**src/hdl/video_pkg.sv**
```systemverilog
package video_pkg;

    // grey pixel width
    localparam int pix_w = 8;

    // ----------------------------------------
    // line buffer pool
    // ----------------------------------------
    localparam int num_bufs = 8;
    localparam int buf_bits = 3;

    // pixel address inside one line, 720 fits
    localparam int addr_bits = 10;

    // ----------------------------------------
    // descriptor queue
    // ----------------------------------------
    // one extra bit so the count can reach num_bufs
    localparam int cnt_bits = buf_bits + 1;

endpackage

```
**src/hdl/line_capture.sv**
```systemverilog
module line_capture #(
    parameter int h_active = 720
) (
    input  logic                            pix_clk,
    input  logic                            resetn,
    input  logic                            cam_line_valid,
    input  logic                            cam_y_valid,
    input  logic                            cam_frame_toggle,
    input  logic [video_pkg::num_bufs-1:0]  release_mask,
    output logic                            wr_en,
    output logic [video_pkg::buf_bits-1:0]  wr_buf,
    output logic [video_pkg::addr_bits-1:0] wr_addr,
    output logic                            desc_push,
    output logic [video_pkg::buf_bits-1:0]  desc_buf,
    output logic                            desc_marker
);
    import video_pkg::*;

    logic [num_bufs-1:0]  free_map;
    logic [num_bufs-1:0]  free_avail;
    logic [num_bufs-1:0]  alloc_mask;
    logic [buf_bits-1:0]  alloc_idx;
    logic                 alloc_ok;
    logic                 line_valid_d;
    logic                 toggle_d;
    logic                 line_rise;
    logic                 line_fall;
    logic                 frame_edge;
    logic                 marker_next;
    logic                 line_marker;
    logic                 line_drop;
    logic [buf_bits-1:0]  line_buf;
    logic [addr_bits-1:0] addr_cnt;
    logic                 write_ok;

    assign line_rise  = cam_line_valid && !line_valid_d;
    assign line_fall  = !cam_line_valid && line_valid_d;
    assign frame_edge = cam_frame_toggle ^ toggle_d;

    // ----------------------------------------
    // lowest free buffer
    // ----------------------------------------
    // released buffers are usable in the same cycle
    assign free_avail = free_map | release_mask;

    always_comb begin
        alloc_ok   = 1'b0;
        alloc_idx  = '0;
        alloc_mask = '0;
        for (int i = num_bufs - 1; i >= 0; i--) begin
            if (free_avail[i]) begin
                alloc_ok  = 1'b1;
                alloc_idx = buf_bits'(i);
            end
        end
        if (line_rise && alloc_ok) begin
            alloc_mask[alloc_idx] = 1'b1;
        end
    end

    // ----------------------------------------
    // write port
    // ----------------------------------------
    // first cycle of a line writes straight to the new buffer at 0
    assign wr_buf   = line_rise ? alloc_idx : line_buf;
    assign wr_addr  = line_rise ? '0 : addr_cnt;
    assign write_ok = line_rise ? alloc_ok : !line_drop;
    assign wr_en    = cam_line_valid && cam_y_valid && write_ok && (wr_addr < h_active);

    always_ff @(posedge pix_clk or negedge resetn) begin
        if (!resetn) begin
            free_map     <= '1;
            line_valid_d <= 1'b0;
            toggle_d     <= 1'b0;
            marker_next  <= 1'b0;
            line_marker  <= 1'b0;
            line_drop    <= 1'b0;
            line_buf     <= '0;
            addr_cnt     <= '0;
            desc_push    <= 1'b0;
            desc_buf     <= '0;
            desc_marker  <= 1'b0;
        end else begin
            line_valid_d <= cam_line_valid;
            toggle_d     <= cam_frame_toggle;
            free_map     <= free_avail & ~alloc_mask;

            if (wr_en) begin
                addr_cnt <= wr_addr + 1'b1;
            end else if (line_rise) begin
                addr_cnt <= '0;
            end

            if (frame_edge) begin
                marker_next <= 1'b1;
            end

            if (line_rise) begin
                line_buf    <= alloc_idx;
                line_drop   <= !alloc_ok;
                line_marker <= marker_next || frame_edge;
                marker_next <= 1'b0;
            end

            // push one cycle after the line ends
            desc_push <= line_fall && !line_drop;
            if (line_fall) begin
                desc_buf    <= line_buf;
                desc_marker <= line_marker;
                // a dropped field start hands its marker on
                if (line_drop && line_marker) begin
                    marker_next <= 1'b1;
                end
            end
        end
    end

endmodule

```
**config.mk**
```make
export PLATFORM = sky130hd
export DESIGN_NAME = line_capture
export DESIGN_NICKNAME = d
export VERILOG_FILES = /design/src/hdl/video_pkg.sv /design/src/hdl/line_capture.sv
export SDC_FILE = /design/constraint.sdc
export NUM_CORES = 1
export LEC_CHECK = 0
export ABC_CLOCK_PERIOD_IN_PS = 3000
export BUFFER_PORTS_ARGS = -buffer_cell sky130_fd_sc_hd__buf_2
export CORE_MARGIN = 4
export CORE_UTILIZATION = 35
export DETAILED_ROUTE_END_ITERATION = 10
export GPL_TIMING_DRIVEN = 1
export PLACE_DENSITY_LB_ADDON = 0.15
export SYNTH_ARGS = -nofsm -noshare
export SYNTH_HDL_FRONTEND = slang
export SYNTH_SLANG_ARGS = --single-unit
export TNS_END_PERCENT = 30
```
**constraint.sdc**
```tcl
create_clock -name pix_clk -period 3 [get_ports pix_clk]
set_input_delay 0.45 -clock pix_clk [delete_from_list [all_inputs] [get_ports pix_clk]]
set_output_delay 0.45 -clock pix_clk [all_outputs]
set_load 0.01 [all_outputs]
```
# Word level (Yosys, flattened, before mapping)
# Index checks and enable logic that the tools add are counted.
# W data, S select, Z words.
[totals]
reg_bits = 31
in_bits = 13
out_inout_bits = 19
[op_classes]
n_addsub = 1
order_cmp = 3
muxes = 27
n_bitwise = 4
reduce_logical = 14
[ops]
columns = ["cell", "n"]
rows = [
  ["$mux W3", 9],
  ["$mux W10", 2],
  ["$mux W1", 14],
  ["$add A10 B1 Y10 const B", 1],
  ["$lt A10 B10 Y1 const B", 1],
  ["$logic_and A1 B1 Y1", 9],
  ["$and A8 B8 Y8", 1],
  ["$mux W8", 1],
  ["$not A8 Y8", 1],
  ["$or A8 B8 Y8", 1],
  ["$logic_not A1 Y1", 4],
  ["$lt A3 B4 Y1 const B", 1],
  ["$demux W1 S3", 1],
  ["$ge A3 B1 Y1 const B", 1],
  ["$logic_or A1 B1 Y1", 1],
  ["$xor A1 B1 Y1", 1],
]

# Depth between registers and ports, before layout
# Gate-level depths: netlist of run 1.
[logic_depth]
word_depth = 16
ltp_mapped = 7
depth_no_buf = 7

# Least setup slack after synthesis of run 1
# Ideal clock, no wire load.
[synth_timing]
kind = "reg2out"
from = "register free_map[6]"
to = "output wr_buf[0] (netlist bit)"
arrival_time_ps = 1377
required_ps = 2550
path_slack_ps = 1173
stages_incl_launch_ff = 6
path_cell_list = "dfstp_2 -> nor2_1 -> o21ai_0 -> a21boi_0 -> o311ai_0 -> a31oi_1"
[synth_between]
elab_chain_len = 9
[synth_rtl]
columns = ["item", "line_no", "rtl"]
rows = [
  ["from (decl)", "line_capture.sv:19", "logic [num_bufs-1:0] free_map;"],
  ["from (signal assigned)", "line_capture.sv:86", "free_map <= free_avail & ~alloc_mask;"],
  ["$or A8 B8 Y8", "line_capture.sv:44", "assign free_avail = free_map | release_mask;"],
  ["$mux W3 (7 in series)", "line_capture.sv:51", "if (free_avail[i]) begin"],
  ["$mux W3", "n/a", ""],
  ["to (decl)", "line_capture.sv:11", "output logic [video_pkg::buf_bits-1:0] wr_buf,"],
]
# No other way between the ends.

# Final worst setup path of run 1
# Same ends and word-level chain as after synthesis.

==> results_dict.tcl, run 1 <==
set metrics [dict create \
    start_kind "flip-flop" \
    place_area_sq_um 1630 \
    nets 183 \
    clock_latency_ns 0.28 \
    synth_cells 135 \
    rr_startpoint "line_valid_d" \
    final_max_slew_viol_count 0 \
    status "completed" \
    cp-end-kind "output port" \
    grt_overflow_total 0 \
    tns_ns 0 \
    power_leakage_nw 0.850 \
    seqPwrFrac_pct 51.1 \
    power.density_nw_per_um2 519 \
    grt_use_met2_pct 20.4 \
    power_frac_comb_pct 11.1 \
    rows 23 \
    grt_max_degree 32 \
    whs_ns 0.201 \
    cts_setup_buffers 0 \
    layout-drive-gt1-share_pct 32.4 \
    crit_required_ns 2.55 \
    cts_resized 0 \
    path_class "reg2out" \
    swShare_pct 25.1 \
    crit_end "wr_buf[0]" \
    dpl.hpwl_um 2390 \
    wire_per_inst_um 14.3 \
    initial_core_util_pct 35.9 \
    antenna_cells 0 \
    ys_ff_latch 31 \
    numCtsBuffers 5 \
    hold_viol_final 0 \
    fin_crit_sh_pct 84.5 \
    synthesis.area_sq_um 1440 \
    first_pass_iters 4 \
    yosys.cell_types.count 39 \
    p_int_mw 0.670 \
    r2r_end "addr_cnt[6]" \
    htreeDepth 2 \
    gp_congestion 0.858 \
    setup_viol 0 \
    cts_tree "built" \
    gr-max-usage-layer "met2" \
    vias 1129 \
    ctsHoldBuffers 0 \
    rsz0062_at_grt "no" \
    ir_worst_vdd_mv 0.283 \
    cap_violations 0 \
    clk_root_buffer_cell "clkbuf_8" \
    power.share.clock_pct 37.8 \
    worst_pin_slew_ns 0.717 \
    grt_util_met3_pct 4.71 \
    yosysWarnings 0 \
    use_met1_pct 18.2 \
    reg2reg_slack_ns 1.01 \
    syn-mean-instance-area_sq_um 10.6 \
    crit_start "free_map[6]" \
    critPathMaxFanout 3 \
    viasPerCell 5.13 \
    antenna_left 0 \
    clockBufferDepth 2 \
    fin_area_sq_um 1730 \
    ys_seq_area_share_pct 54.7 \
    die_area_sq_um 5200 \
    switchingPower_mw 0.225 \
    grt_pass1_wl_um 5550 \
    cp.arrival_ns 2.09 \
    period_minus_slack_ns 2.54 \
    skew_ns 0.00648 \
    clock-sinks 31 \
    drc_errors 0 \
    num_io_pins 32 \
    die_w_um 72.1 \
    grt_use_total_pct 13.6 \
    slew_headroom_pct 51.6 \
    antenna_found_initial 0 \
    io_buffers 31 \
    wl_um 3140 \
    drtIter0Drc 49 \
    fmax_mhz 394 \
    core_area_sq_um 4000 \
    area_growth_pct 20.0 \
    post-route-util_pct 43.1 \
    path_clk_slew_ns 0.07 \
    synthesis.nets 149 \
    min_path_type "in2async" \
    first_global_vias 1157 \
    worst_r2r_path_depth 6 \
    fp.dieH_um 72.1 \
]
## worst max-delay path, stage by stage, from the launching register on
cell and delay [ns]:
dfstp_2 0.53, nor2_1 0.05, o21ai_0 0.08, a21boi_0 0.14, o311ai_0 0.63, a31oi_1 0.20, buf_2 0.19
## final cells by class
| type | count | area, sq um |
|---|---|---|
| clock buffers | 7 | 86.3 |
| clock inverters | 1 | 5.00 |
| fillers | 397 | 2270 |
| inverters | 4 | 15.0 |
| multi-input cells | 96 | 616 |
| flip-flops and latches | 31 | 786 |
| well taps | 50 | 62.6 |
| repair buffers | 31 | 155 |
## cell usage after synthesis (all sizes together)
master	number	area, sq um
dfrtp	23	576
nor2	16	67.6
nand2	15	56.3
and2	8	50.1
dfstp	8	210
nor4	6	43.8
a31oi	5	31.3
xor2	5	43.8
a21oi	4	20.0
inv	4	15.0
mux2	4	45.0
o21ai	4	20.0
xnor2	4	35.0
buf	3	17.5
nand2b	3	18.8
a22o	2	17.5
nand3	2	10.0
nand4	2	12.5
nor3	2	15.0
a21boi	1	7.51
a21o	1	7.51
a32o	1	11.3
and3	1	6.26
and4	1	8.76
clkbuf	1	3.75
ha	1	12.5
nand4b	1	8.76
nor2b	1	6.26
nor4b	1	15.0
o211a	1	10.0
o21bai	1	7.51
o2bb2ai	1	8.76
o311a	1	10.0
o311ai	1	8.76
## logic make-up after synthesis
kind of cell | share of synthesized area [%]
xor gates and xnor gates | 5.48
adders and majority gates | 0.870
buffers and inverters | 2.52
AOI/OAI and AO/OA | 11.1
DFF | 54.7
muxes | 3.13
and+or+nand+nor | 22.2
## placed cells by master, fill, tap and decap left out, types with 3 or more instances in the layout
cell / synthesis / layout
buf_2: 2 / 31
dfrtp_1: 23 / 23
nand2_1: 15 / 15
nor2_1: 15 / 15
dfstp_2: 8 / 8
and2_1: 6 / 6
clkbuf_8: 0 / 6
nor4_1: 5 / 5
xor2_1: 5 / 5
a31oi_1: 5 / 5
inv_1: 4 / 4
a21oi_1: 4 / 4
xnor2_1: 4 / 4
o21ai_0: 4 / 4
mux2_2: 4 / 4
nand2b_1: 3 / 3
## state kept, by name (all words and copies together) (netlist names)
register      count
marker_next       1
desc_buf          3
line_drop         1
line_valid_d      1
desc_marker       1
addr_cnt         10
toggle_d          1
line_marker       1
line_buf          3
desc_push         1
free_map          8
## per-layer routing
| metal | wire (um) | part of all wire, % |
|---|---|---|
| met2 | 1480 | 47 |
| met3 | 173 | 5.5 |
| met4 | 51 | 1.6 |
| met5 | 0 | 0 |
| met1 | 1430 | 46 |
## power groups by stage
stage / sequential (mW) / combinational (mW) / clock [mW]
2_1_floorplan: 0.466 / 0.0516 / 0
3_3_place_gp: 0.464 / 0.0976 / 0
3_5_place_dp: 0.465 / 0.101 / 0
4_1_cts: 0.458 / 0.102 / 0.347
5_1_grt: 0.460 / 0.113 / 0.366
6_report: 0.458 / 0.0991 / 0.338
## worst min-delay path by stage
stage                startpoint  cells past startpoint     endpoint  slack [ns]
CTS                      resetn                      1  desc_buf[0]        0.23
finish                   resetn                      1  desc_buf[0]        0.20
floorplan                resetn                      0  addr_cnt[0]        0.15
detailed placement  desc_marker                      1  desc_marker        0.49
global placement    desc_buf[0]                      1  desc_buf[0]        0.49
global route             resetn                      1  desc_buf[0]        0.26
## stage by stage
step	cells	total power, mW	worst slack [ns]
3_3_place_gp	212	0.562	0.761
2_1_floorplan	135	0.518	1.17
6_report	220	0.895	0.465
3_5_place_dp	212	0.566	0.683
5_1_grt	220	0.938	0.288
4_1_cts	220	0.907	0.456
Power figures use the tool's default switching activity.
==> run 2, diff against run 1 <==
- ABC_CLOCK_PERIOD_IN_PS: 3000 -> 2370
- clock period: 3 -> 2.37 ns (I/O delays scaled with it)
==> run 2 against run 1 <==
Clock-buffer cell count unchanged. Cell count increased by 1.8%. Sequential power up 26%. Clock skew is 0.0032 ns higher.
==> results_dict.tcl, run 2 (same netlist as run 1, synthesis figures left out) <==
set metrics [dict create \
    antenna_cells 0 \
    wire_per_inst_um 13.9 \
    slew_headroom_pct 53.6 \
    rows 23 \
    fmax_mhz 461 \
    first_global_vias 1173 \
    wl_um 3120 \
    power.density_nw_per_um2 681 \
    nets 187 \
    grt_overflow_total 0 \
    crit_required_ns 2.01 \
    gp_congestion 0.883 \
    reg.largest.list "addr_cnt: 10 flops, free_map: 8 flops" \
    place_inst 216 \
    dpl.hpwl_um 2370 \
    grt_max_degree 32 \
    start_kind "flip-flop" \
    grt_pass1_wl_um 5440 \
    viasPerCell 4.99 \
    final_max_slew_viol_count 0 \
    min_path_type "in2async" \
    cp-end-kind "output port" \
    final_cell_mix "31 x buf_2, 23 x dfrtp_1, 15 x nand2_1, 15 x nor2_1, 8 x dfstp_2" \
    fp.dieH_um 72.1 \
    power_leakage_nw 0.872 \
    status "completed" \
    clock_latency_ns 0.28 \
    drtIter0Drc 40 \
    gr-max-usage-layer "met2" \
    core_area_sq_um 4000 \
    drc_errors 0 \
    path_clk_slew_ns 0.07 \
    cp.arrival_ns 1.81 \
    grt_use_met2_pct 20.8 \
    die_w_um 72.1 \
    skew_ns 0.00964 \
    die_area_sq_um 5200 \
    area_growth_pct 23.2 \
    num_io_pins 32 \
    ir_worst_vdd_mv 0.366 \
    numCtsBuffers 5 \
    clock-sinks 31 \
    antenna_found_initial 0 \
    worst_pin_slew_ns 0.696 \
    vias 1117 \
    largest_register_ffs 10 \
    period_minus_slack_ns 2.17 \
    critPathMaxFanout 8 \
    tns_ns 0 \
    cts_tree "built" \
    cts_setup_buffers 0 \
    clk_root_buffer_cell "clkbuf_8" \
    grt_use_total_pct 13.6 \
    use_met1_pct 17.9 \
    fin_crit_sh_pct 91.5 \
    initial_core_util_pct 35.9 \
    final_common_cell "buf_2" \
    final_cells 224 \
    grt_util_met3_pct 5.40 \
    top_register "addr_cnt" \
    setup_viol 0 \
    layout-drive-gt1-share_pct 33.9 \
    nFillCells 393 \
    reg2reg_slack_ns 0.53 \
    htreeDepth 2 \
    io_buffers 31 \
    path_class "reg2out" \
    clockBufferDepth 2 \
    cap_violations 0 \
    hold_viol_final 0 \
    rsz0062_at_grt "no" \
    first_pass_iters 4 \
    antenna_left 0 \
]
[run 2: report_power, final]
part | total [mW] | switching (mW) | internal, mW
clock | 0.501 | 0.187 | 0.314
combinational | 0.127 | 0.0738 | 0.0536
sequential | 0.578 | 0.0151 | 0.563
total | 1.21 | 0.276 | 0.931
[run 2: worst paths after layout]
check                                 start           to  cells past startpoint
min in group pix_clk       cam_frame_toggle     toggle_d                      1
max in group asynchronous            resetn  addr_cnt[7]                      1
hold reg to reg                 desc_buf[0]  desc_buf[0]                      1
hold / removal                       resetn  line_buf[1]                      1
setup / recovery               line_valid_d        wr_en                      5
setup reg to reg               line_valid_d  addr_cnt[4]                      6
[run 2: per-layer routing]
metal / up-vias / wire, um
met5: - / 0
met4: 0 / 22
met3: 2 / 188
met2: 26 / 1420
met1: 541 / 1490
li1: 548 / -
[run 2: cell type report]
type	count	area, sq um	area share, %
Clock buffer	7	76.3	4.31
Inverter	4	15.0	0.847
Sequential cell	31	786	44.4
Timing Repair Buffer	35	185	10.5
Tap cell	50	62.6	3.53
Multi-Input combinational cell	96	617	34.8
Clock inverter	1	30.0	1.69
[run 2: what timing repair did]
| action | 4_1_cts | 5_1_grt |
|---|---|---|
| setup endpoints to repair | 0 | 2 |
| gates resized for setup | 0 | 2 |
| hold buffers | 0 | 0 |
[run 2: critical path, cell delays in order (launching register included)]
cell,delay (ns)
dfrtp_1,0.45
nand2b_1,0.29
and2_0,0.28
a21o_1,0.24
nor2_4,0.13
buf_2,0.14
[run 2: stage by stage]
| stage | worst slack [ns] | utilization (%) | instance area, sq um | hold slack (ns) | power, mW |
|---|---|---|---|---|---|
| after global placement | 0.392 | 41.6 | 1660 | 0.439 | 0.714 |
| after floorplan | 0.638 | - | 1440 | 0.0599 | 0.655 |
| after detailed placement | 0.413 | 41.6 | 1660 | 0.438 | 0.718 |
| after CTS | 0.173 | 44.3 | 1770 | 0.135 | 1.23 |
| final | 0.202 | 44.3 | 1770 | 0.121 | 1.21 |
| after global routing | 0.0452 | 44.3 | 1770 | 0.166 | 1.27 |
