File: src/hdl/video_pkg.sv
package video_pkg;

    // grey pixel width
    localparam int pix_w = 8;

    // ----------------------------------------
    // line buffer pool
    // ----------------------------------------
    localparam int num_bufs = 8;
    localparam int buf_bits = 3;

    // pixel address inside one line, 720 fits
    localparam int addr_bits = 10;

    // ----------------------------------------
    // descriptor queue
    // ----------------------------------------
    // one extra bit so the count can reach num_bufs
    localparam int cnt_bits = buf_bits + 1;

endpackage

File: src/hdl/video_timing.sv
module video_timing #(
    parameter int h_active = 720,
    parameter int h_fp     = 16,
    parameter int h_sync   = 62,
    parameter int h_bp     = 60,
    parameter int v_active = 480,
    parameter int v_fp     = 9,
    parameter int v_sync   = 6,
    parameter int v_bp     = 30
) (
    input  logic                            pix_clk,
    input  logic                            resetn,
    output logic [video_pkg::addr_bits-1:0] h_pos,
    output logic                            active_pix,
    output logic                            line_start,
    output logic                            frame_start,
    output logic                            de,
    output logic                            hsync,
    output logic                            vsync
);
    import video_pkg::*;

    localparam int h_total = h_active + h_fp + h_sync + h_bp;
    localparam int v_total = v_active + v_fp + v_sync + v_bp;
    localparam int cnt_w   = addr_bits + 1;

    logic [cnt_w-1:0] h_cnt;
    logic [cnt_w-1:0] v_cnt;
    logic [cnt_w-1:0] v_next;
    logic             h_last;
    logic             hs_win;
    logic             vs_win;

    // ----------------------------------------
    // raster counters
    // ----------------------------------------
    always_ff @(posedge pix_clk or negedge resetn) begin
        if (!resetn) begin
            h_cnt <= '0;
            v_cnt <= '0;
        end else if (h_last) begin
            h_cnt <= '0;
            v_cnt <= v_next;
        end else begin
            h_cnt <= h_cnt + 1'b1;
        end
    end

    assign h_last = (h_cnt == h_total - 1);
    // row that follows the current one
    assign v_next = (v_cnt == v_total - 1) ? '0 : v_cnt + 1'b1;

    assign h_pos      = h_cnt[addr_bits-1:0];
    assign active_pix = (h_cnt < h_active) && (v_cnt < v_active);

    // early pulses, one cycle ahead of column 0 of an active row
    assign line_start  = h_last && (v_next < v_active);
    assign frame_start = h_last && (v_cnt == v_total - 1);

    assign hs_win = (h_cnt >= h_active + h_fp) && (h_cnt < h_active + h_fp + h_sync);
    assign vs_win = (v_cnt >= v_active + v_fp) && (v_cnt < v_active + v_fp + v_sync);

    // one stage delay to line up with the store read
    always_ff @(posedge pix_clk or negedge resetn) begin
        if (!resetn) begin
            de    <= 1'b0;
            hsync <= 1'b1;
            vsync <= 1'b1;
        end else begin
            de    <= active_pix;
            hsync <= !hs_win;
            vsync <= !vs_win;
        end
    end

endmodule

File: config.mk
export PLATFORM = sky130hd
export DESIGN_NAME = video_timing
export DESIGN_NICKNAME = d
export VERILOG_FILES = /design/src/hdl/video_pkg.sv /design/src/hdl/video_timing.sv
export SDC_FILE = /design/constraint.sdc
export NUM_CORES = 1
export LEC_CHECK = 0
export BUFFER_PORTS_ARGS = -buffer_cell sky130_fd_sc_hd__buf_2
export CAP_MARGIN = 20
export CORE_UTILIZATION = 50
export CTS_CLUSTER_SIZE = 25
export DETAILED_ROUTE_END_ITERATION = 16
export PLACE_DENSITY = 0.77
export SLEW_MARGIN = 20
export SYNTH_ARGS = -nofsm -noshare
export SYNTH_HDL_FRONTEND = slang
export SYNTH_SLANG_ARGS = --single-unit
File: constraint.sdc
create_clock -name pix_clk -period 1.82 [get_ports pix_clk]
set_input_delay 0.273 -clock pix_clk [delete_from_list [all_inputs] [get_ports pix_clk]]
set_output_delay 0.273 -clock pix_clk [all_outputs]
set_load 0.01 [all_outputs]
### Word-level counts from Yosys, hierarchy flattened

Cells that the tools add are included.
W data, S select, Z words.

| word-level totals | value |
|---|---|
| flip-flop bits (word level) | 25 |
| latch bits | 0 |
| memory bits (writable) | 0 |
| ROM bits | 0 |
| bits of input ports | 2 |
| output and inout port bits | 16 |
| memories | 0 |

| operators by class | value |
|---|---|
| add/sub/neg operators | 2 |
| $mul | 0 |
| div/mod/pow operators | 0 |
| magnitude comparators | 7 |
| equal/unequal tests | 2 |
| shift operators | 0 |
| multiplexer cells | 2 |
| bitwise gates (word level) | 0 |
| reductions and logical operators | 7 |

Operators with widths:

| operator | number |
|---|---|
| $lt A11 B9 Y1 const B | 3 |
| $add A11 B1 Y11 const B | 2 |
| $eq A11 B10 Y1 const B | 2 |
| $lt A11 B10 Y1 const B | 2 |
| $mux W11 | 2 |
| $ge A11 B10 Y1 const B | 1 |
| $ge A11 B9 Y1 const B | 1 |
| $logic_and A1 B1 Y1 | 5 |
| $logic_not A1 Y1 | 2 |

### Longest topological paths before layout

Gate-level depths: netlist (run 1).

| logic depth | value |
|---|---|
| depth in word-level cells | 4 |
| mapped depth | 7 |
| depth with buffers taken out | 6 |

### Worst setup path before layout (run 1)

OpenSTA, ideal clock, no wires.

| timing | value |
|---|---|
| path kind | register -> output |
| start point | reg v_cnt[0] |
| end point | out line_start |
| data arrival time | 1.597 ns |
| slack | -0.050 ns |
| stages on the path, launching flop included | 6 |
| path through | dfrtp_1 -> ha_1 -> and4_1 -> and2_1 -> a311oi_1 -> o2111a_1 |

| on the way | value |
|---|---|
| longest elaborated chain between the ends | 4 |

Ends and longest elaborated chain:

| what | RTL line | source |
|---|---|---|
| start, declared | video_timing.sv:28 | `logic [cnt_w-1:0] v_cnt;` |
| start signal, assigned | video_timing.sv:43 | `v_cnt <= v_next;` |
| $add A11 B1 Y11 / $eq A11 B10 Y1 (equally long branches) | video_timing.sv:51 | `assign v_next = (v_cnt == v_total - 1) ? '0 : v_cnt + 1'b1;` |
| $mux W11 * | video_timing.sv:51 |  |
| $lt A11 B9 Y1 * | video_timing.sv:57 | `assign line_start = h_last && (v_next < v_active);` |
| $logic_and A1 B1 Y1 * | video_timing.sv:57 |  |
| end, declared | video_timing.sv:15 | `output logic line_start,` |

Every way passes the cells marked *; elsewhere a longest branch is shown, timed or not.

### Worst setup path after layout (run 1)

| timing | value |
|---|---|
| start point | reg v_cnt[7] |
| end point | out line_start |

Same word-level chain as after synthesis.

==> results.toml, run 1 <==
[run_status]
status = "finished with violations"
violations = "setup timing"

[global_route]
grt_max_degree = 26
grt_antenna_before_repair = 0
grt_usage_pct = 23.8
grt-ovfl-total = 0
grt_pass1_wl_um = 5820
first_global_vias = 1261

[layout]
fillers = 196
mostFrequentLayoutCells = "buf_4, dfrtp_1, buf_2, nand2_1"
layout_commonest_cell = "buf_4"
drive_gt1_share_pct = 44.8
nNetsFinal = 202
areaGrowthSynthToFinish_pct = 35.8
final_cells = 225
n_antenna_cell = 0

[logic_synthesis]
synth_compound_area_share_pct = 9.55
yosys.area_share.simple_pct = 24.5
ys_seq_elements = 25
synth_top_family_by_area = "simple AND/OR/NAND/NOR gates"
synthAdderAreaFrac_pct = 4.38
yosysTopAreaCellShare_pct = 40.3
yosysSeqAreaShare_pct = 44.0
syn-cell-area_um2 = 1430
yosys.area.top_type = "dfrtp_1"
synth_mux_area_share_pct = 2.10
synth_cells = 150
ys_types = 35
synth_area_per_cell_um2 = 9.52
synth_fp_nets = 157
yosys_warnings = 0
synthXorXnorAreaFrac_pct = 7.36
synth.area.top_cells = "dfrtp_1, buf_4, ha_1, xor2_1, nand3_1"

[worst_setup_path]
crit_chain = "nand4_1 > buf_4 > nor4_1 > o21ai_2 > o2111a_1 > buf_2"
worst-path-max-fanout = 6
startpoint = "v_cnt[7]$_DFFE_PN0N_"
arrival_ps = 1900
start_kind = "flop"
max_stage_delay_ps = 480
crit_required_ps = 1550
end_kind = "primary output"
r2r-end = "v_cnt[3]$_DFFE_PN0N_"
reg2regPathDepth = 5
critPathSlowestCell = "dfrtp_2"
rrSetupSlack_ps = -130
path_class = "reg2out"
regToRegStartpoint = "h_cnt[5]$_DFF_PN0_"

[route]
wl_um = 3690
detail-route-antenna-nets = 0
wl_per_cell_um = 16.4
drc = 0
viasPerCell = 5.99
vias = 1348
drtPass1Iterations = 4
drt_iter0_markers = 65

[sta]
final_max_slew_viol_count = 0
setup_ws_ps = -348
relSlewSlack_pct = 62.2
skew_ps = 16.7
period_needed_ps = 2170
setup_tns_ps = -994
period_share_pct = 119
fmax_ghz = 0.461
hold_viol = 0
finalSetupViolCount = 6
max_slew.worst_pin.slew_ps = 566
rsz0062_at_grt = "true"

[flow_run]
maxCapViolations = 0

[cts]
clk-insertion-delay-late_ps = 340
cts_buffers = 3
clockRootBuffer = "clkbuf_4"
clock-sinks = 25
path_clk_slew_ps = 160
cts_buffer_depth = 2
cts_max_level = 1
cts_tree = "done"

[power_and_ir_drop]
leakage_nw = 0.877
peakVddDrop_mv = 0.361
power_density_nw_per_um2 = 435

[placement]
dp_cells = 212
dp_hpwl_um = 2410
routabilityCongestion = 0.976
dp_worst_setup_slack_ps = -74.8
port_buffers = 17

[floorplan]
start_util_pct = 52.2
die-area_um2 = 3070
die_x_um = 55.4
core_um2 = 2730
fp-row-count = 19
io_pins = 18
die_h_um = 55.4

[worst_hold_path]
hold_class = "in2async"
[synth_stat cells, drive strengths merged]
master	count
and4	2
dfrtp	23
o2111a	1
and3	6
nor4b	3
nand3b	2
nand2	11
nand4b	1
nor2	11
a311oi	1
a211o	1
dfstp	2
a21oi	2
inv	6
buf	12
and2	2
xnor2	5
xor2	7
a211oi	1
nor3	5
a31oi	1
clkbuf	2
ha	5
o21ai	10
mux2i	3
nand4	4
nand3	11
or3b	2
o31a	1
or3	1
o31ai	2
nor4	3
o211a	1
[sequential cells by signal, summed over array words and instances (netlist names)]
| signal | flops |
|---|---|
| v_cnt | 11 |
| de | 1 |
| vsync | 1 |
| hsync | 1 |
| h_cnt | 11 |
[power by group]
| group | total (mW) | internal (mW) | switching [mW] |
|---|---|---|---|
| Combinational | 0.0129 | 0.00216 | 0.0107 |
| Clock | 0.275 | 0.0842 | 0.191 |
| Sequential | 0.556 | 0.556 | 0 |
[kinds of logic (layout without fill, tap and decap cells)]
| group | count (synthesis) | in the layout |
|---|---|---|
| buffers and inverters | 20 | 64 |
| AO/OA/AOI/OAI | 21 | 21 |
| adder cells (fa/ha/maj) | 5 | 5 |
| multiplexers | 3 | 3 |
| flip-flops | 25 | 25 |
| AND/OR/NAND/NOR | 64 | 64 |
| XOR/XNOR | 12 | 12 |
[how the worst max path moves through the flow]
stage	cells after the start	to
final	6	line_start
after global routing	6	line_start
after CTS	7	line_start
after detailed placement	6	line_start
after global placement	6	line_start
after floorplan	5	line_start
[critical path, delay by kind of cell, from the launching register on]
kind | cells | cell delay [ps]
DFF | 1 | 480
AOI/OAI and AO/OA | 2 | 260
buffers and inverters | 2 | 320
and+or+nand+nor | 2 | 510
[metrics by stage]
| stage | hold slack (ps) | util, % | total power, mW | cell area, µm² |
|---|---|---|---|---|
| global route | 489 | 70.9 | 0.860 | 1940 |
| detailed placement | 303 | 61.2 | 0.578 | 1670 |
| global placement | 291 | 61.2 | 0.578 | 1670 |
| finish | 434 | 70.9 | 0.844 | 1940 |
| floorplan | -22.6 | - | 0.566 | 1430 |
| CTS | 457 | 67.3 | 0.846 | 1840 |
[layer usage]
metal  vias to the layer above  track usage [%]  part of all wire (%)
li1                        619                -                     -
met2                        63             38.0                    48
met1                       650             31.7                    44
met5                         -                0                     0
met3                        16             3.51                   5.3
met4                         0             11.1                   2.8
[final cells by class]
type                       count  area, µm²  share of cell area [%]
clock inverter                 1       7.51                   0.387
tap                           31       38.8                    2.00
inverter                       6       22.5                    1.16
clock buffer                   3       22.5                    1.16
multi-input combinational    105        813                    41.9
sequential                    25        633                    32.6
timing repair buffer          54        402                    20.7
[timing repair]
action / 4_1_cts / 5_1_grt
resized for setup: 25 / 20
setup endpoints to repair: 9 / 10
endpoints found under the hold margin: 23 / 0
hold buffers: 1 / 0
pin swaps: 14 / 7
buffers inserted: 5 / 4
Note: power is estimated with default switching activity, not from simulation.
==> inputs of run 2 (changes only) <==
ABC_AREA = 1   (was unset)
==> results.toml, run 2 <==
[layout]
layout_commonest_cell = "nand2_1"
fillers = 301
n_antenna_cell = 0
nNetsFinal = 251
reg_top3 = "h_cnt: 11 flops, v_cnt: 11 flops"
drive_gt1_share_pct = 22.2
fin_util_pct = 59.1
areaGrowthSynthToFinish_pct = 12.9
mostFrequentLayoutCells = "nand2_1, inv_1, nor2_1, dfrtp_1, buf_2"
register_area_um2 = 632
multi_input_area_um2 = 779

[route]
drtPass1Iterations = 5
drc = 0
wl_um = 3320
viasPerCell = 5.00
drt_iter0_markers = 71
wl_per_cell_um = 11.6
detail-route-antenna-nets = 0
vias = 1434

[logic_synthesis]
ys_seq_elements = 25
yosysSeqAreaShare_pct = 39.3
yosys.area.top_type = "dfrtp_1"
synth_edf_count = 0
synth_cells = 221
yosysMostFrequentCell = "nand2_1"
synth_area_per_cell_um2 = 7.24
synth_ff_type = "dfrtp_1"
synth_fp_nets = 228
syn-cell-area_um2 = 1600
ys_types = 26
yosysTopAreaCellShare_pct = 36.0
async_flop_share_pct = 100
yosys_warnings = 0
synth.area.top_cells = "dfrtp_1, nand2_1, inv_1, buf_4, nor2_1"
netlist_top_cells_count = "nand2_1, inv_1, dfrtp_1"

[placement]
routabilityCongestion = 0.854
dp_hpwl_um = 2300
dp_worst_setup_slack_ps = 50.6
port_buffers = 17

[worst_hold_path]
hold_class = "in2async"

[global_route]
grt_use_met3_pct = 2.86
globalRoute.busiestLayer = "met1"
globalRouteMet2Util_pct = 29.2
first_global_vias = 1188
met1_usage_pct = 29.4
grt-ovfl-total = 0
grt_antenna_before_repair = 0
grt_pass1_wl_um = 5200
grt_usage_pct = 19.9
grt_max_degree = 26

[sta]
skew_ps = 3.49
period_share_pct = 116
hold_viol = 0
rsz0062_at_grt = "true"
period_needed_ps = 2120
final_max_slew_viol_count = 0
max_slew.worst_pin.slew_ps = 555
relSlewSlack_pct = 63.0
finalSetupViolCount = 2
fmax_ghz = 0.473
setup_ws_ps = -295

[floorplan]
fp-row-count = 20
die_x_um = 58.6
die-area_um2 = 3430
die_h_um = 58.6
start_util_pct = 52.4
core_um2 = 3050
io_pins = 18

[power_and_ir_drop]
power_density_nw_per_um2 = 454
leakage_nw = 0.856
peakVddDrop_mv = 0.255

[worst_setup_path]
worst-path-max-fanout = 5
path_class = "reg2out"
crit_required_ps = 1550
start_kind = "flop"
rrSetupSlack_ps = 180
reg2regPathDepth = 9
end_kind = "primary output"
arrival_ps = 1840

[cts]
cts_max_level = 1
cts_buffers = 3
cts_tree = "done"
clock-sinks = 25
clk-insertion-delay-late_ps = 320
path_clk_slew_ps = 130
cts_buffer_depth = 2
clockRootBuffer = "clkbuf_4"

[run_status]
violations = "setup timing"
status = "finished with violations"

[flow_run]
maxCapViolations = 0
-- run 2: cell count changes after synthesis, moves of 4 or more --
| cell | change |
|---|---|
| nand2_1 | +47 |
| inv_1 | +27 |
| nor2_1 | +10 |
| and3_1 | -5 |
| xnor2_1 | -5 |
| o21ai_0 | +4 |
| o21ai_1 | +4 |
-- run 2: logic make-up (layout without fill, tap and decap cells) --
| kind of cell | count (synthesis) | count (layout) | synth area share (%) |
|---|---|---|---|
| AND/OR/NAND/NOR | 119 | 119 | 33.9 |
| AO/OA/AOI/OAI | 21 | 21 | 6.73 |
| flip-flops | 25 | 25 | 39.3 |
| buffers and inverters | 46 | 68 | 13.5 |
| adder cells (fa/ha/maj) | 5 | 5 | 3.91 |
| XOR/XNOR | 5 | 5 | 2.74 |
-- run 2: worst max-delay path, cell delays in order (launching register included) --
cell and delay [ps]:
dfrtp_1 430, ha_2 220, inv_2 50, nor2_4 160, nand2_2 80, nor2_2 120, xor2_1 180, nand2_1 70
nor2_1 90, buf_2 130
-- run 2: worst paths after layout --
check | from | end
worst max-delay path | v_cnt[0]$_DFFE_PN0N_ | line_start
worst min-delay path | resetn | de$_DFF_PN0_
worst max register to register | h_cnt[0]$_DFF_PN0_ | h_cnt[10]$_DFF_PN0_
worst min register to register | h_cnt[0]$_DFF_PN0_ | h_cnt[0]$_DFF_PN0_
max in group asynchronous | resetn | h_cnt[8]$_DFF_PN0_
min in group pix_clk | h_cnt[0]$_DFF_PN0_ | h_cnt[0]$_DFF_PN0_
-- run 2: area by class of cell --
cell class / count / area share (%)
multi-input cells: 150 / 43.2
flip-flops and latches: 25 / 35.0
repair buffers: 29 / 9.84
inverters: 35 / 7.48
well taps: 44 / 3.05
clock buffers: 4 / 1.46
-- run 2: layer usage --
metal | wire, µm | vias up | share of wire (%)
li1 | - | 729 | -
met1 | 1590 | 659 | 48
met2 | 1510 | 42 | 46
met3 | 170 | 4 | 5.1
met4 | 44 | 0 | 1.3
met5 | 0 | - | 0
-- run 2: per-stage QoR --
stage                     power, mW  hold WS, ps  cell area [µm²]  std cells  setup TNS [ps]
final                         0.820          459             1810        287            -397
after global routing          0.849          495             1810        287            -625
after CTS                     0.829          468             1740        282            -277
after detailed placement      0.578          296             1690        275               0
after global placement        0.578          295             1690        275               0
after floorplan               0.566        -22.6             1600        221               0
-- run 2: where the power goes --
group | internal [mW] | switching [mW] | leakage (nW)
Clock | 0.0859 | 0.165 | 0.0150
Sequential | 0.556 | 0 | 0.318
Combinational | 0.00216 | 0.0106 | 0.523
-- run 2: what timing repair did --
| item | CTS | global route |
|---|---|---|
| buffers inserted | 2 | 5 |
| pin swaps | 3 | 8 |
| resized for setup | 3 | 9 |
| setup endpoints to repair | 2 | 3 |
| hold buffers | 1 | 0 |
| endpoints found under the hold margin | 23 | 0 |
==> inputs of run 3 (changes only) <==
PLACE_DENSITY = 0.74   (was 0.77)
clock period = 2.6 ns   (was 1.82 ns; I/O delays follow)
==> results.toml, run 3 (same netlist as run 2, synthesis figures left out) <==
[global_route]
grt-ovfl-total = 0
first_global_vias = 1260
grt_max_degree = 26
grt_antenna_before_repair = 0
grt_usage_pct = 20.8
grt_pass1_wl_um = 5380

[cts]
path_clk_slew_ps = 140
cts_tree = "done"
clk-insertion-delay-late_ps = 320
cts_buffer_depth = 2
ctsHoldBuffers = 0
clockRootBuffer = "clkbuf_4"
cts_max_level = 1
post_cts_buffers = 0
clock-sinks = 25
post_cts_resized = 0
cts_buffers = 3

[floorplan]
die-area_um2 = 3430
die_x_um = 58.6
io_pins = 18
die_h_um = 58.6
start_util_pct = 52.4
core_um2 = 3050
fp-row-count = 20

[power_and_ir_drop]
power_density_nw_per_um2 = 339
intPower_mw = 0.450
switching_share_pct = 21.3
peakVddDrop_mv = 0.180
leakage_nw = 0.797
p_clk_share_pct = 30.5
share_comb_of_total_power_pct = 1.4
p_seq_share_pct = 68.1
switchingPower_mw = 0.122

[layout]
drive_gt1_share_pct = 14.3
register_area_um2 = 628
fillers = 319
reg_top3 = "h_cnt: 11 flops, v_cnt: 11 flops"
n_antenna_cell = 0
fin_util_pct = 55.1
areaGrowthSynthToFinish_pct = 5.24
nNetsFinal = 239
multi_input_area_um2 = 756
mostFrequentLayoutCells = "nand2_1, inv_1, dfrtp_1, nor2_1, buf_2"
layout_commonest_cell = "nand2_1"

[sta]
period_share_pct = 87.5
relSlewSlack_pct = 63.0
final_max_slew_viol_count = 0
skew_ps = 6.48
finalSetupViolCount = 0
hold_viol = 0
setup_tns_ps = 0
rsz0062_at_grt = "false"
period_needed_ps = 2280
max_slew.worst_pin.slew_ps = 554
fmax_ghz = 0.439

[worst_setup_path]
crit_required_ps = 2210
rrSetupSlack_ps = 960
start_kind = "flop"
worst-path-max-fanout = 14
end_kind = "primary output"
arrival_ps = 1890
path_class = "reg2out"

[route]
viasPerCell = 4.88
detail-route-antenna-nets = 0
drtPass1Iterations = 4
drc = 0
drt_iter0_markers = 38
vias = 1343
wl_um = 2980
wl_per_cell_um = 10.8

[flow_run]
maxCapViolations = 0

[run_status]
status = "finished clean"

[placement]
port_buffers = 17
routabilityCongestion = 0.849
dp_hpwl_um = 2290

[worst_hold_path]
hold_class = "in2async"
[run 3: changes by cell type in the layout (fill, tap and decap cells not counted), moves of 2 or more]
| cell | change |
|---|---|
| inv_2 | -2 |
| buf_4 | -11 |
| inv_1 | +3 |
| ha_1 | +2 |
| dfrtp_2 | -3 |
| dfrtp_1 | +3 |
[run 3: routing by layer]
layer	vias to the layer above	global-route usage, %	wire length, µm
met1	607	29.0	1520
met3	4	3.08	69
met2	20	32.2	1340
met4	0	9.52	56
met5	-	0	0
li1	712	-	-
[run 3: cell type report]
class	instances	share of cell area (%)
Clock buffer	4	1.56
Inverter	35	7.88
Multi-Input combinational cell	150	44.9
Sequential cell	25	37.3
Tap cell	44	3.27
Timing Repair Buffer	17	5.06
[run 3: critical path, cell delays in order, from the launching register on]
cell and delay [ps]:
dfrtp_1 490, ha_1 200, nand2_1 50, nor3_1 160, nand2_2 220, o21bai_1 220, nor2_1 100, buf_2 130
[run 3: power by group through the flow]
stage	registers, mW	clock network (mW)	logic, mW
finish	0.389	0.174	0.00776
global route	0.389	0.197	0.00928
CTS	0.389	0.183	0.00842
detailed placement	0.396	0	0.00840
global placement	0.396	0	0.00835
floorplan	0.396	0	0.000000444
[run 3: path summary, 6_finish.rpt]
| check | startpoint | to | depth (start not counted) |
|---|---|---|---|
| setup / recovery | h_cnt[0]$_DFF_PN0_ | line_start | 7 |
| hold reg to reg | v_cnt[10]$_DFFE_PN0N_ | v_cnt[10]$_DFFE_PN0N_ | 2 |
| min in group pix_clk | v_cnt[10]$_DFFE_PN0N_ | v_cnt[10]$_DFFE_PN0N_ | 2 |
| setup reg to reg | h_cnt[0]$_DFF_PN0_ | h_cnt[10]$_DFF_PN0_ | 8 |
| hold / removal | resetn | h_cnt[5]$_DFF_PN0_ | 1 |
| max in group asynchronous | resetn | vsync$_DFF_PN1_ | 1 |
[run 3: metrics by stage]
| stage | area [µm²] | worst slack [ps] | hold slack, ps | instances | total power [mW] |
|---|---|---|---|---|---|
| after floorplan | 1600 | 875 | 94.4 | 221 | 0.396 |
| after global placement | 1660 | 734 | 409 | 271 | 0.405 |
| after detailed placement | 1660 | 687 | 410 | 271 | 0.405 |
| after CTS | 1680 | 299 | 48.4 | 275 | 0.581 |
| after global routing | 1680 | 101 | 54.0 | 275 | 0.596 |
| final | 1680 | 324 | 36.0 | 275 | 0.571 |
