==> src/hdl/video_pkg.sv <==
package video_pkg;

    // grey pixel width
    localparam int pix_w = 8;

    // ----------------------------------------
    // line buffer pool
    // ----------------------------------------
    localparam int num_bufs = 8;
    localparam int buf_bits = 3;

    // pixel address inside one line, 720 fits
    localparam int addr_bits = 10;

    // ----------------------------------------
    // descriptor queue
    // ----------------------------------------
    // one extra bit so the count can reach num_bufs
    localparam int cnt_bits = buf_bits + 1;

endpackage

==> src/hdl/line_scheduler.sv <==
module line_scheduler (
    input  logic                           pix_clk,
    input  logic                           resetn,
    input  logic                           desc_push,
    input  logic [video_pkg::buf_bits-1:0] desc_buf,
    input  logic                           desc_marker,
    input  logic                           line_start,
    input  logic                           frame_start,
    output logic [video_pkg::num_bufs-1:0] release_mask,
    output logic [video_pkg::buf_bits-1:0] cur_buf,
    output logic                           cur_valid
);
    import video_pkg::*;

    // ----------------------------------------
    // descriptor storage
    // ----------------------------------------
    logic [buf_bits-1:0] q_buf [num_bufs];
    logic [num_bufs-1:0] q_marker;

    logic [buf_bits-1:0] wr_ptr;
    logic [buf_bits-1:0] rd_ptr;
    logic [cnt_bits-1:0] count;

    logic                phase;
    logic                phase_eff;
    logic                head_marker;
    logic                pop;

    // depth matches the buffer count so a push always finds room
    always_ff @(posedge pix_clk) begin
        if (desc_push) begin
            q_buf[wr_ptr]    <= desc_buf;
            q_marker[wr_ptr] <= desc_marker;
        end
    end

    // ----------------------------------------
    // bob repeat
    // ----------------------------------------
    // new frame always begins with a fresh pair
    assign phase_eff   = phase && !frame_start;
    assign head_marker = q_marker[rd_ptr];

    // phase 0 takes the next line, a field start may cut a pair short
    assign pop = line_start && (count != '0) && (!phase_eff || head_marker);

    always_ff @(posedge pix_clk or negedge resetn) begin
        if (!resetn) begin
            wr_ptr       <= '0;
            rd_ptr       <= '0;
            count        <= '0;
            phase        <= 1'b0;
            cur_buf      <= '0;
            cur_valid    <= 1'b0;
            release_mask <= '0;
        end else begin
            release_mask <= '0;

            if (desc_push) begin
                wr_ptr <= wr_ptr + 1'b1;
            end
            if (pop) begin
                rd_ptr <= rd_ptr + 1'b1;
            end
            count <= count + cnt_bits'(desc_push) - cnt_bits'(pop);

            // after any pop the phase is 0, then it toggles to 1
            if (line_start) begin
                phase <= pop ? 1'b1 : !phase_eff;
            end

            if (pop) begin
                cur_buf   <= q_buf[rd_ptr];
                cur_valid <= 1'b1;
                // old line goes back to the free map
                if (cur_valid) begin
                    release_mask[cur_buf] <= 1'b1;
                end
            end
        end
    end

endmodule

==> config.mk <==
export PLATFORM = sky130hd
export DESIGN_NAME = line_scheduler
export DESIGN_NICKNAME = d
export VERILOG_FILES = /design/src/hdl/video_pkg.sv /design/src/hdl/line_scheduler.sv
export SDC_FILE = /design/constraint.sdc
export NUM_CORES = 1
export LEC_CHECK = 0
export BUFFER_PORTS_ARGS = -buffer_cell sky130_fd_sc_hd__buf_2
export CORE_UTILIZATION = 48
export DETAILED_ROUTE_END_ITERATION = 6
export GPL_TIMING_DRIVEN = 0
export PLACE_DENSITY = 0.67
export SLEW_MARGIN = 30
export SYNTH_ARGS = -nofsm -noshare
export SYNTH_HDL_FRONTEND = slang
export SYNTH_SLANG_ARGS = --single-unit
==> constraint.sdc <==
create_clock -name pix_clk -period 3.06 [get_ports pix_clk]
set_input_delay 0.459 -clock pix_clk [delete_from_list [all_inputs] [get_ports pix_clk]]
set_output_delay 0.459 -clock pix_clk [all_outputs]
set_load 0.02 [all_outputs]
# Word level (Yosys, flattened, before mapping)
# Memories as Yosys holds them, arrays and structs flattened. A register that Yosys moved wholly into a read port is not among the register bits.
# Cells that the tools add are included.
[totals]
regBits = 28
ramBits = 24
inputBits = 9
out_inout_bits = 12
memories = 1
[memory_table]
columns = ["name", "words", "word_bits", "read_ports", "rd_clocked_by_memory_dff", "wr", "line", "text"]
rows = [
  ["q_buf", 8, 3, 1, 1, 1, "line_scheduler.sv:18", "logic [buf_bits-1:0] q_buf [num_bufs];"],
]
[op_classes]
n_addsub = 4
n_lt_le_gt_ge = 5
n_mux = 12
n_reduce_logical = 10
[op_table]
columns = ["cell", "n"]
rows = [
  ["two-way mux 8 bit", 2],
  ["< comparator 3 x 4 -> 1 bit, second input constant", 3],
  ["bitwise mux 8 bit", 1],
  ["adder 3 x 1 -> 3 bit, second input constant", 2],
  ["demux 1 bit (select 3 bit)", 2],
  [">= comparator 3 x 1 -> 1 bit, second input constant", 2],
  ["two-way mux 1 bit", 6],
  ["logical AND 1 bit", 5],
  ["adder 4 x 1 -> 4 bit", 1],
  ["nonzero test 4 bit", 1],
  ["subtractor 4 x 1 -> 4 bit", 1],
  ["binary-select mux 1 bit (select 3 bit)", 1],
  ["logical NOT 1 bit", 3],
  ["logical OR 1 bit", 1],
]

# Longest topological paths before layout
# Gate-level depths: netlist of the first run.
[depth]
depth_word = 6
ltp_mapped = 12
mapped_depth_nobuf = 11

# Worst setup path after synthesis of the first run
# No wires, ideal clock.
[synth_path]
path_type = "reg-to-reg"
from = "reg rd_ptr[0]"
to = "reg count[2]"
arrival_ps = 2552
setup_slack_ps = 386
stages_incl_launch_ff = 12
n_path_buf = 2
period_less_slack_ps = 2674
cell_sequence = "dfrtp_1 buf_6 mux4_2 and2_4 o21ai_4 buf_6 inv_1 ha_1 inv_1 ha_1 fa_1 xor2_1"
[synth_between]
elab_chain_len = 5
[synth_lines]
columns = ["element", "line", "text"]
rows = [
  ["from (decl)", "line_scheduler.sv:22", "logic [buf_bits-1:0] rd_ptr;"],
  ["from (signal assigned)", "line_scheduler.sv:64", "rd_ptr <= rd_ptr + 1'b1;"],
  ["binary-select mux 1 bit (select 3 bit)", "line_scheduler.sv:43", "assign head_marker = q_marker[rd_ptr];"],
  ["two-way mux 1 bit (not written as such)", "line_scheduler.sv:43", ""],
  ["logical OR 1 bit", "line_scheduler.sv:46", "assign pop = line_start && (count != '0) && (!phase_eff || head_marker);"],
  ["logical AND 1 bit", "line_scheduler.sv:46", ""],
  ["named net pop", "line_scheduler.sv:28", "logic pop;"],
  ["subtractor 4 x 1 -> 4 bit", "line_scheduler.sv:66", "count <= count + cnt_bits'(desc_push) - cnt_bits'(pop);"],
  ["to (signal assigned)", "line_scheduler.sv:66", ""],
  ["to (decl)", "line_scheduler.sv:23", "logic [cnt_bits-1:0] count;"],
]
# The timed path passes the listed nets, and every way through them passes these cells. The select of a mux whose other input is x is not followed.
# A chain may end at the register's enable or synchronous reset.

# Worst setup path in the final report of the first run
# Ends and elaborated chain as after synthesis.

==> metrics.yaml, run 1 <==
power:
  p_leak_uw: 0.00103
  p_sw_share_pct: 33.4
  clkPwrFrac_pct: 17.4
  switching_power_uw: 782
  seqPwrFrac_pct: 45.6
  power.total_uw: 2340
  powerDensity_mw_per_mm2: 927
  intPower_uw: 1560
  combPwrFrac_pct: 37.0
  vdd_ir_drop_max_mv: 0.324
global_route:
  grt_usage_pct: 15.5
  antenna_found_initial: 0
  grt_pass1_wl_um: 5690
  gr-total-overflow: 0
  grt_max_degree: 24
  grt_pass1_vias: 1230
placed_design:
  hpwl_um: 2500
  postPlaceCellArea_mm2: 0.00243
  io_buffer_count: 20
  place.gp.congestion: 0.673
  pre_cts_slack_ns: 0.193
routing:
  first_iter_violations: 83
  routed_wl_um: 3420
  vias_per_cell: 5.40
  firstDrtPassIters: 6
  wl_per_cell_um: 15.6
  num_vias: 1189
  drc: 9
  ant_nets: 0
hold_path:
  hp-class: "input pin to asynchronous set/reset pin"
sta:
  slew_headroom_pct: 50.3
  hold_violations: 0
  setup_slack_ns: 0.193
  slew_viol_final: 0
  worst_slew_pin_slew_ns: 0.740
  setup_tns_ns: 0
  fin_crit_sh_pct: 93.7
  finalSetupViolCount: 0
  skew_ns: 0.00839
  grt_setup_unrepaired: "no"
  max_freq_ghz: 0.349
  fin_crit_ns: 2.87
setup_path:
  cp_data_arrival_time_ns: 3.06
  r2r-end: "count[2]"
  worstSetupStartpointType: "register"
  worstSetupPathType: "register to register"
  crit_path_max_fanout: 10
  r2r_start: "rd_ptr[0]"
  rrSetupSlack_ns: 0.19
  ff2ff_path_depth: 11
  cp-end-kind: "register"
  crit_required_ns: 3.25
clock_tree:
  cts_tree: "built"
  cts_htree_levels: 2
  root_buffer: "clkbuf_8"
  path_clk_slew_ns: 0.09
  numCtsBuffers: 5
  post_cts_resized: 0
  cts_setup_buffers: 0
  clock_sinks: 55
  clk_path_buf_depth: 2
  cts_hold_buf: 0
  insertion_delay_ns: 0.30
synth:
  synth_nets: 157
  synth-edff-count: 32
  synth_top_family_by_area: "multiplexers"
  yosysUniqueCellTypes: 28
  synthXorXnorAreaFrac_pct: 1.93
  ys.flop_type: "edfxtp_1"
  synth-simple-area-share_pct: 7.51
  synthMuxAreaShare_pct: 11.7
  ys_async_sr_fraction_pct: 41.8
  synth_fa_ha_area_share_pct: 4.75
  syn-cell-area_mm2: 0.00226
  yosys_warnings: 0
  syn_inst: 140
  syn_area_per_cell_um2: 16.2
  ys_seq_area_share_pct: 67.8
  synth_seq_cells: 55
  synth_compound_area_share_pct: 3.20
floorplan:
  die_h_um: 70.7
  ios: 21
  start_util_pct: 51.0
  core_mm2: 0.00444
  die_w_um: 70.7
  num_rows: 24
  dieArea_mm2: 0.00500
cells_and_area:
  diodes: 0
  drive_gt1_share_pct: 28.6
  stdcell_area_mm2: 0.00252
  final_cell_mix: "32 x edfxtp_1, 23 x dfrtp_1, 21 x buf_2, 9 x inv_1, 8 x nand2_1"
  area_growth_pct: 11.5
  final_common_cell: "edfxtp_1"
  layout.nets: 184
run_status:
  status: "finished with violations"
  failed_checks: "DRC"
job:
  cap_viol_max_count: 0
[power groups by stage]
stage | registers, µW | logic, µW | clock network [µW]
floorplan | 1110 | 627 | 0
global placement | 1070 | 836 | 0
detailed placement | 1090 | 876 | 0
CTS | 1070 | 880 | 412
global route | 1090 | 959 | 439
finish | 1070 | 867 | 406
[worst max-delay path by stage]
stage               slack (ns)       from  cells after the start  endpoint
CTS                       0.17  rd_ptr[0]                     11  count[2]
finish                    0.19  rd_ptr[0]                     11  count[2]
global placement          0.24  rd_ptr[0]                     11  count[2]
floorplan                 0.39  rd_ptr[0]                     11  count[2]
global route              0.06  rd_ptr[0]                     11  count[2]
detailed placement        0.19  rd_ptr[0]                     11  count[2]
[sequential cells by signal (all words and copies together), names as in the netlist]
register,count
wr_ptr,3
release_mask,8
rd_ptr,3
phase,1
cur_buf,3
cur_valid,1
count,4
q_buf,24
q_marker,8
[synth_stat cells, drive strengths merged (2+ instances only)]
master | count | share of area [%]
nor4 | 4 | 1.1
inv | 9 | 1.5
xnor2 | 2 | 0.77
ha | 7 | 3.9
buf | 4 | 1.5
mux2i | 4 | 1.8
mux4 | 7 | 7.0
nor2 | 7 | 1.2
o21ai | 2 | 0.94
mux2 | 6 | 3.0
xor2 | 3 | 1.2
a31oi | 2 | 0.55
nor3 | 6 | 1.3
nand2b | 6 | 1.7
edfxtp | 32 | 42
dfrtp | 23 | 25
nand2 | 8 | 1.3
[logic make-up (layout without fill, tap and decap cells)]
kind of cell / after synthesis / in the layout
AOI/OAI and AO/OA: 8 / 8
xor gates and xnor gates: 5 / 5
adders and majority gates: 8 / 8
buffers and inverters: 13 / 41
DFF: 55 / 55
muxes: 17 / 17
and+or+nand+nor: 34 / 34
[stage by stage]
stage	util (%)	cells	hold WS, ns
3_5_place_dp	54.7	212	0.452
4_1_cts	56.8	220	0.119
5_1_grt	56.8	220	0.152
3_3_place_gp	54.7	212	0.444
6_report	56.8	220	0.101
2_1_floorplan	-	140	0.163
[metal layers]
layer  part of all wire (%)  wire [µm]  vias to the layer above  track usage [%]
li1                       -          -                      562                -
met1                     42       1440                      586             17.8
met2                     51       1750                       35             27.9
met3                    5.1        175                        6             4.27
met4                    1.6         54                        0             5.33
met5                      0          0                        -                0
[worst max-delay path, stage by stage, from the launching register on]
cell,delay [ns]
dfrtp_1,0.39
buf_6,0.16
mux4_2,0.52
and2_4,0.18
o21ai_4,0.22
buf_6,0.19
inv_1,0.05
ha_1,0.26
inv_1,0.04
ha_1,0.20
fa_1,0.38
xor2_1,0.17
[final cells by class]
cell class / instances / area [µm²]
Buffer: 4 / 35.0
Clock buffer: 7 / 86.3
Clock inverter: 1 / 8.76
Fill cell: 353 / 1920
Inverter: 9 / 33.8
Multi-Input combinational cell: 72 / 659
Sequential cell: 55 / 1540
Tap cell: 52 / 65.1
Timing Repair Buffer: 20 / 100
No activity file was read; power rests on OpenSTA's default activity.
==> run 2: changes to the inputs <==
--- a/config.mk
+++ b/config.mk
@@ -10,6 +10,7 @@
 export DETAILED_ROUTE_END_ITERATION = 6
 export GPL_TIMING_DRIVEN = 0
 export PLACE_DENSITY = 0.67
+export RECOVER_POWER = 25
 export SLEW_MARGIN = 30
 export SYNTH_ARGS = -nofsm -noshare
 export SYNTH_HDL_FRONTEND = slang
==> metrics.yaml, run 2 (synthesis results as in run 1) <==
placed_design:
  place.gp.congestion: 0.673
  io_buffer_count: 20
  post-place-cells: 212
  postPlaceCellArea_mm2: 0.00243
  hpwl_um: 2500
routing:
  wl_per_cell_um: 15.6
  vias_per_cell: 5.41
  firstDrtPassIters: 6
  num_vias: 1191
  first_iter_violations: 81
  drc: 9
  ant_nets: 0
  routed_wl_um: 3420
setup_path:
  r2r_start: "rd_ptr[0]"
  worstSetupStartpointType: "register"
  crit_required_ns: 3.25
  crit_path_max_fanout: 10
  cp_data_arrival_time_ns: 3.06
  startpoint: "rd_ptr[0]"
  worstSetupPathType: "register to register"
  cp-end-kind: "register"
hold_path:
  hp-class: "input pin to asynchronous set/reset pin"
clock_tree:
  numCtsBuffers: 5
  path_clk_slew_ns: 0.09
  cts_hold_buf: 0
  insertion_delay_ns: 0.30
  post_cts_resized: 0
  root_buffer: "clkbuf_8"
  cts_htree_levels: 2
  cts_tree: "built"
  clock_sinks: 55
  clk_path_buf_depth: 2
  cts_setup_buffers: 0
floorplan:
  ios: 21
  die_h_um: 70.7
  dieArea_mm2: 0.00500
  num_rows: 24
  die_w_um: 70.7
  start_util_pct: 51.0
  core_mm2: 0.00444
global_route:
  antenna_found_initial: 0
  grt_pass1_wl_um: 5690
  grt_pass1_vias: 1230
  gr-total-overflow: 0
  grt_usage_pct: 15.5
  grt_max_degree: 24
cells_and_area:
  layout.nets: 184
  top_regs: "q_buf (24), q_marker (8), release_mask (8)"
  top_register: "q_buf"
  diodes: 0
  drive_gt1_share_pct: 26.2
  largest_reg_flops: 24
  instances_no_fill: 220
  multi_input_area_um2: 659
  final_cell_mix: "32 x edfxtp_1, 23 x dfrtp_1, 17 x buf_2, 9 x inv_1, 8 x nand2_1"
  final_common_cell: "edfxtp_1"
  area_growth_pct: 11.3
  seq_area_mm2: 0.00154
  fillers: 354
  stdcell_area_mm2: 0.00252
sta:
  hold_violations: 0
  skew_ns: 0.00667
  slew_headroom_pct: 51.4
  slew_viol_final: 0
  fin_crit_sh_pct: 93.8
  fin_crit_ns: 2.87
  grt_setup_unrepaired: "no"
  worst_slew_pin_slew_ns: 0.724
  setup_tns_ns: 0
  finalSetupViolCount: 0
  max_freq_ghz: 0.349
power:
  p_leak_uw: 0.00101
  vdd_ir_drop_max_mv: 0.324
  powerDensity_mw_per_mm2: 929
job:
  cap_viol_max_count: 0
run_status:
  failed_checks: "DRC"
  status: "finished with violations"
-- run 2: cell count changes in the layout (fill, tap and decap cells not counted) --
cell	change
clkbuf_1	+4
buf_2	-4
-- run 2: per-layer routing --
layer | wire length [µm] | global-route usage [%]
met3 | 174 | 4.27
met5 | 0 | 0
met2 | 1760 | 27.9
met1 | 1440 | 17.8
met4 | 54 | 5.33
-- run 2: final cells by class --
cell class | count | area share, %
Multi-Input combinational cell | 72 | 26.2
Clock inverter | 1 | 0.348
Clock buffer | 7 | 3.43
Inverter | 9 | 1.34
Timing Repair Buffer | 20 | 3.77
Tap cell | 52 | 2.58
Buffer | 4 | 1.39
Sequential cell | 55 | 61.0
-- run 2: final timing paths --
check / endpoint / cells past startpoint / slack (ns)
max in group asynchronous: rd_ptr[2] / 1 / 2.63
worst max-delay path: count[2] / 11 / 0.19
min in group pix_clk: wr_ptr[0] / 2 / 0.41
worst min-delay path: count[0] / 1 / 0.10
worst max register to register: count[2] / 11 / 0.19
worst min register to register: phase / 2 / 0.51
-- run 2: metrics by stage --
step,hold slack (ns),util [%],setup slack (ns),power (µW)
floorplan,0.163,-,0.386,1740
detailed placement,0.452,54.7,0.193,1960
finish,0.101,56.7,0.191,2340
CTS,0.119,56.8,0.175,2360
global route,0.152,56.7,0.0594,2490
global placement,0.444,54.7,0.238,1910
-- run 2: critical path, stage by stage (launching register included) --
cell     delay (ns)
dfrtp_1        0.39
buf_6          0.16
mux4_2         0.52
and2_4         0.18
o21ai_4        0.23
buf_6          0.19
inv_1          0.05
ha_1           0.26
inv_1          0.04
ha_1           0.20
fa_1           0.38
xor2_1         0.17
-- run 2: report_power, final --
| part | total [µW] | internal [µW] | switching (µW) |
|---|---|---|---|
| clock network | 406 | 186 | 220 |
| logic | 866 | 403 | 463 |
| registers | 1070 | 969 | 99.0 |
| total | 2340 | 1560 | 782 |
==> run 3: changes to the inputs <==
--- a/config.mk
+++ b/config.mk
@@ -5,13 +5,15 @@
 export SDC_FILE = /design/constraint.sdc
 export NUM_CORES = 1
 export LEC_CHECK = 0
+export ABC_AREA = 1
 export BUFFER_PORTS_ARGS = -buffer_cell sky130_fd_sc_hd__buf_2
 export CORE_UTILIZATION = 48
 export DETAILED_ROUTE_END_ITERATION = 6
+export GPL_ROUTABILITY_DRIVEN = 1
 export GPL_TIMING_DRIVEN = 0
-export PLACE_DENSITY = 0.67
+export PLACE_DENSITY = 0.66
 export RECOVER_POWER = 25
-export SLEW_MARGIN = 30
+export SLEW_MARGIN = 25
 export SYNTH_ARGS = -nofsm -noshare
 export SYNTH_HDL_FRONTEND = slang
 export SYNTH_SLANG_ARGS = --single-unit
==> metrics.yaml, run 3 <==
floorplan:
  die_h_um: 74.7
  core_mm2: 0.00511
  die_w_um: 74.7
  ios: 21
  dieArea_mm2: 0.00559
  start_util_pct: 49.7
  num_rows: 26
power:
  powerDensity_mw_per_mm2: 860
  vdd_ir_drop_max_mv: 0.428
  p_leak_uw: 0.00134
  power.total_uw: 2420
cells_and_area:
  final_common_cell: "nand2_1"
  diodes: 0
  stdcell_area_mm2: 0.00282
  fillers: 469
  drive_gt1_share_pct: 18.8
  layout.nets: 293
  top_regs: "q_buf (24), q_marker (8), release_mask (8)"
  multi_input_area_um2: 788
  area_growth_pct: 10.9
  largest_reg_flops: 24
  top_register: "q_buf"
  seq_area_mm2: 0.00154
  final_cell_mix: "74 x nand2_1, 36 x inv_1, 32 x edfxtp_1, 26 x nand3_1, 23 x dfrtp_1"
sta:
  fin_crit_ns: 2.49
  setup_tns_ns: 0
  skew_ns: 0.00316
  max_freq_ghz: 0.401
  grt_setup_unrepaired: "no"
  slew_viol_final: 0
  fin_crit_sh_pct: 81.5
  hold_violations: 0
  worst_slew_pin_slew_ns: 0.531
  slew_headroom_pct: 64.6
  finalSetupViolCount: 0
global_route:
  grt_max_degree: 24
  antenna_found_initial: 0
  grt_pass1_wl_um: 6780
  grt_pass1_vias: 1504
  gr-total-overflow: 0
  grt_usage_pct: 17.0
synth:
  netlist_top_cells_count: "74 x nand2_1, 36 x inv_1, 32 x edfxtp_1"
  ys.flop_type: "edfxtp_1"
  yosys_warnings: 0
  synth-edff-count: 32
  synth_area_leaders: "edfxtp_1 38%, dfrtp_1 23%, nand2_1 11%, inv_1 5.3%, nand3_1 5.1%"
  ys_seq_area_share_pct: 60.5
  synth_seq_cells: 55
  synthXorXnorAreaFrac_pct: 1.38
  synth_top_family_by_area: "simple AND/OR/NAND/NOR gates"
  syn_inst: 249
  synth-simple-area-share_pct: 24.0
  synth_compound_area_share_pct: 1.43
  synth_fa_ha_area_share_pct: 4.24
  yosysUniqueCellTypes: 26
  synthMuxAreaShare_pct: 0
  yosys.area.top_type: "edfxtp_1"
  ys_async_sr_fraction_pct: 41.8
  yosysMostFrequentCell: "nand2_1"
  synth_nets: 266
  synth_top_area_share_pct: 37.8
  syn_area_per_cell_um2: 10.2
  syn-cell-area_mm2: 0.00254
clock_tree:
  numCtsBuffers: 5
  cts_tree: "built"
  root_buffer: "clkbuf_8"
  post_cts_resized: 0
  cts_hold_buf: 0
  clk_path_buf_depth: 2
  clock_sinks: 55
  cts_setup_buffers: 0
  path_clk_slew_ns: 0.10
  cts_htree_levels: 2
  insertion_delay_ns: 0.31
setup_path:
  r2r-end: "count[2]"
  crit_path_max_fanout: 10
  worstSetupStartpointType: "register"
  rrSetupSlack_ns: 0.57
  cpPeakStageDelay_ns: 0.41
  slowest_stage: "dfrtp_1"
  r2r_start: "rd_ptr[1]"
  cp-end-kind: "register"
  crit_chain: "buf_6 -> inv_2 -> nand3_1 -> nand3_2 -> nand3_4 -> nand2_4 -> buf_12 -> inv_2 -> ha_1 -> inv_1 -> ha_1 -> fa_1 -> xor2_1"
  ff2ff_path_depth: 13
  worstSetupPathType: "register to register"
  crit_required_ns: 3.26
  cp_data_arrival_time_ns: 2.69
routing:
  wl_per_cell_um: 12.1
  vias_per_cell: 4.62
  num_vias: 1604
  drc: 0
  first_iter_violations: 83
  routed_wl_um: 4190
  ant_nets: 0
  firstDrtPassIters: 6
placed_design:
  postPlaceCellArea_mm2: 0.00273
  place.gp.congestion: 0.764
  io_buffer_count: 20
  hpwl_um: 2950
run_status:
  status: "finished, final reports clean"
job:
  cap_viol_max_count: 0
hold_path:
  hp-class: "input pin to asynchronous set/reset pin"
## run 3: cell types whose count changed after synthesis, moves of 4 or more
cell,before,now
nand3_2,0,4
nor3_1,6,0
nor4_1,4,0
nor2_2,0,6
nor2_1,7,14
nand3_1,0,26
nand2b_1,6,0
mux2i_1,4,0
inv_1,9,36
mux4_2,7,0
nand2_2,0,4
nand2_1,8,74
mux2_2,6,0
## run 3: layout make-up
class                   count  area share (%)
clock inverters             3           0.888
inverters                  39            5.46
clock buffers               5            2.44
repair buffers             20            3.38
flip-flops and latches     55            54.6
well taps                  70            3.11
plain buffers               7            2.18
multi-input cells         148            28.0
## run 3: kinds of logic after synthesis
kind of cell	after synthesis
and+or+nand+nor	132
DFF	55
buffers and inverters	46
adders and majority gates	8
AOI/OAI and AO/OA	4
xor gates and xnor gates	4
## run 3: critical path, delay by kind of cell (launching register included)
kind                     cells  cell delay (ns)
adder cells (fa/ha/maj)      3             0.83
buffers and inverters        5             0.50
AND/OR/NAND/NOR              4             0.46
flip-flops                   1             0.41
XOR/XNOR                     1             0.17
## run 3: per-stage QoR
stage                     setup slack, ns  hold WS (ns)  util (%)  std cells
final                               0.566         0.112      55.1        347
after detailed placement            0.589         0.471      53.4        339
after floorplan                     0.770         0.163         -        249
after global routing                0.443         0.153      55.1        347
after CTS                           0.557         0.123      55.2        347
after global placement              0.590         0.473      53.4        339
## run 3: where the power goes
group / switching, µW / internal, µW / total, µW
clock: 241 / 164 / 405
combinational: 626 / 370 / 996
sequential: 83.2 / 939 / 1020
total: 951 / 1470 / 2420
## run 3: worst max-delay path by stage
stage,startpoint,to,slack (ns),cells past startpoint
finish,rd_ptr[1],count[2],0.57,13
global route,rd_ptr[1],count[2],0.44,13
CTS,rd_ptr[1],count[2],0.56,13
detailed placement,rd_ptr[1],count[2],0.59,13
global placement,rd_ptr[1],count[2],0.59,13
floorplan,rd_ptr[1],count[2],0.77,13
## run 3: layer usage
layer  vias to the layer above  routed length, µm  GRT usage (%)
li1                        833                  -              -
met1                       726               1960           21.4
met2                        34               1990           27.9
met3                        11                131           3.21
met4                         0                103           8.81
met5                         -                  0              0
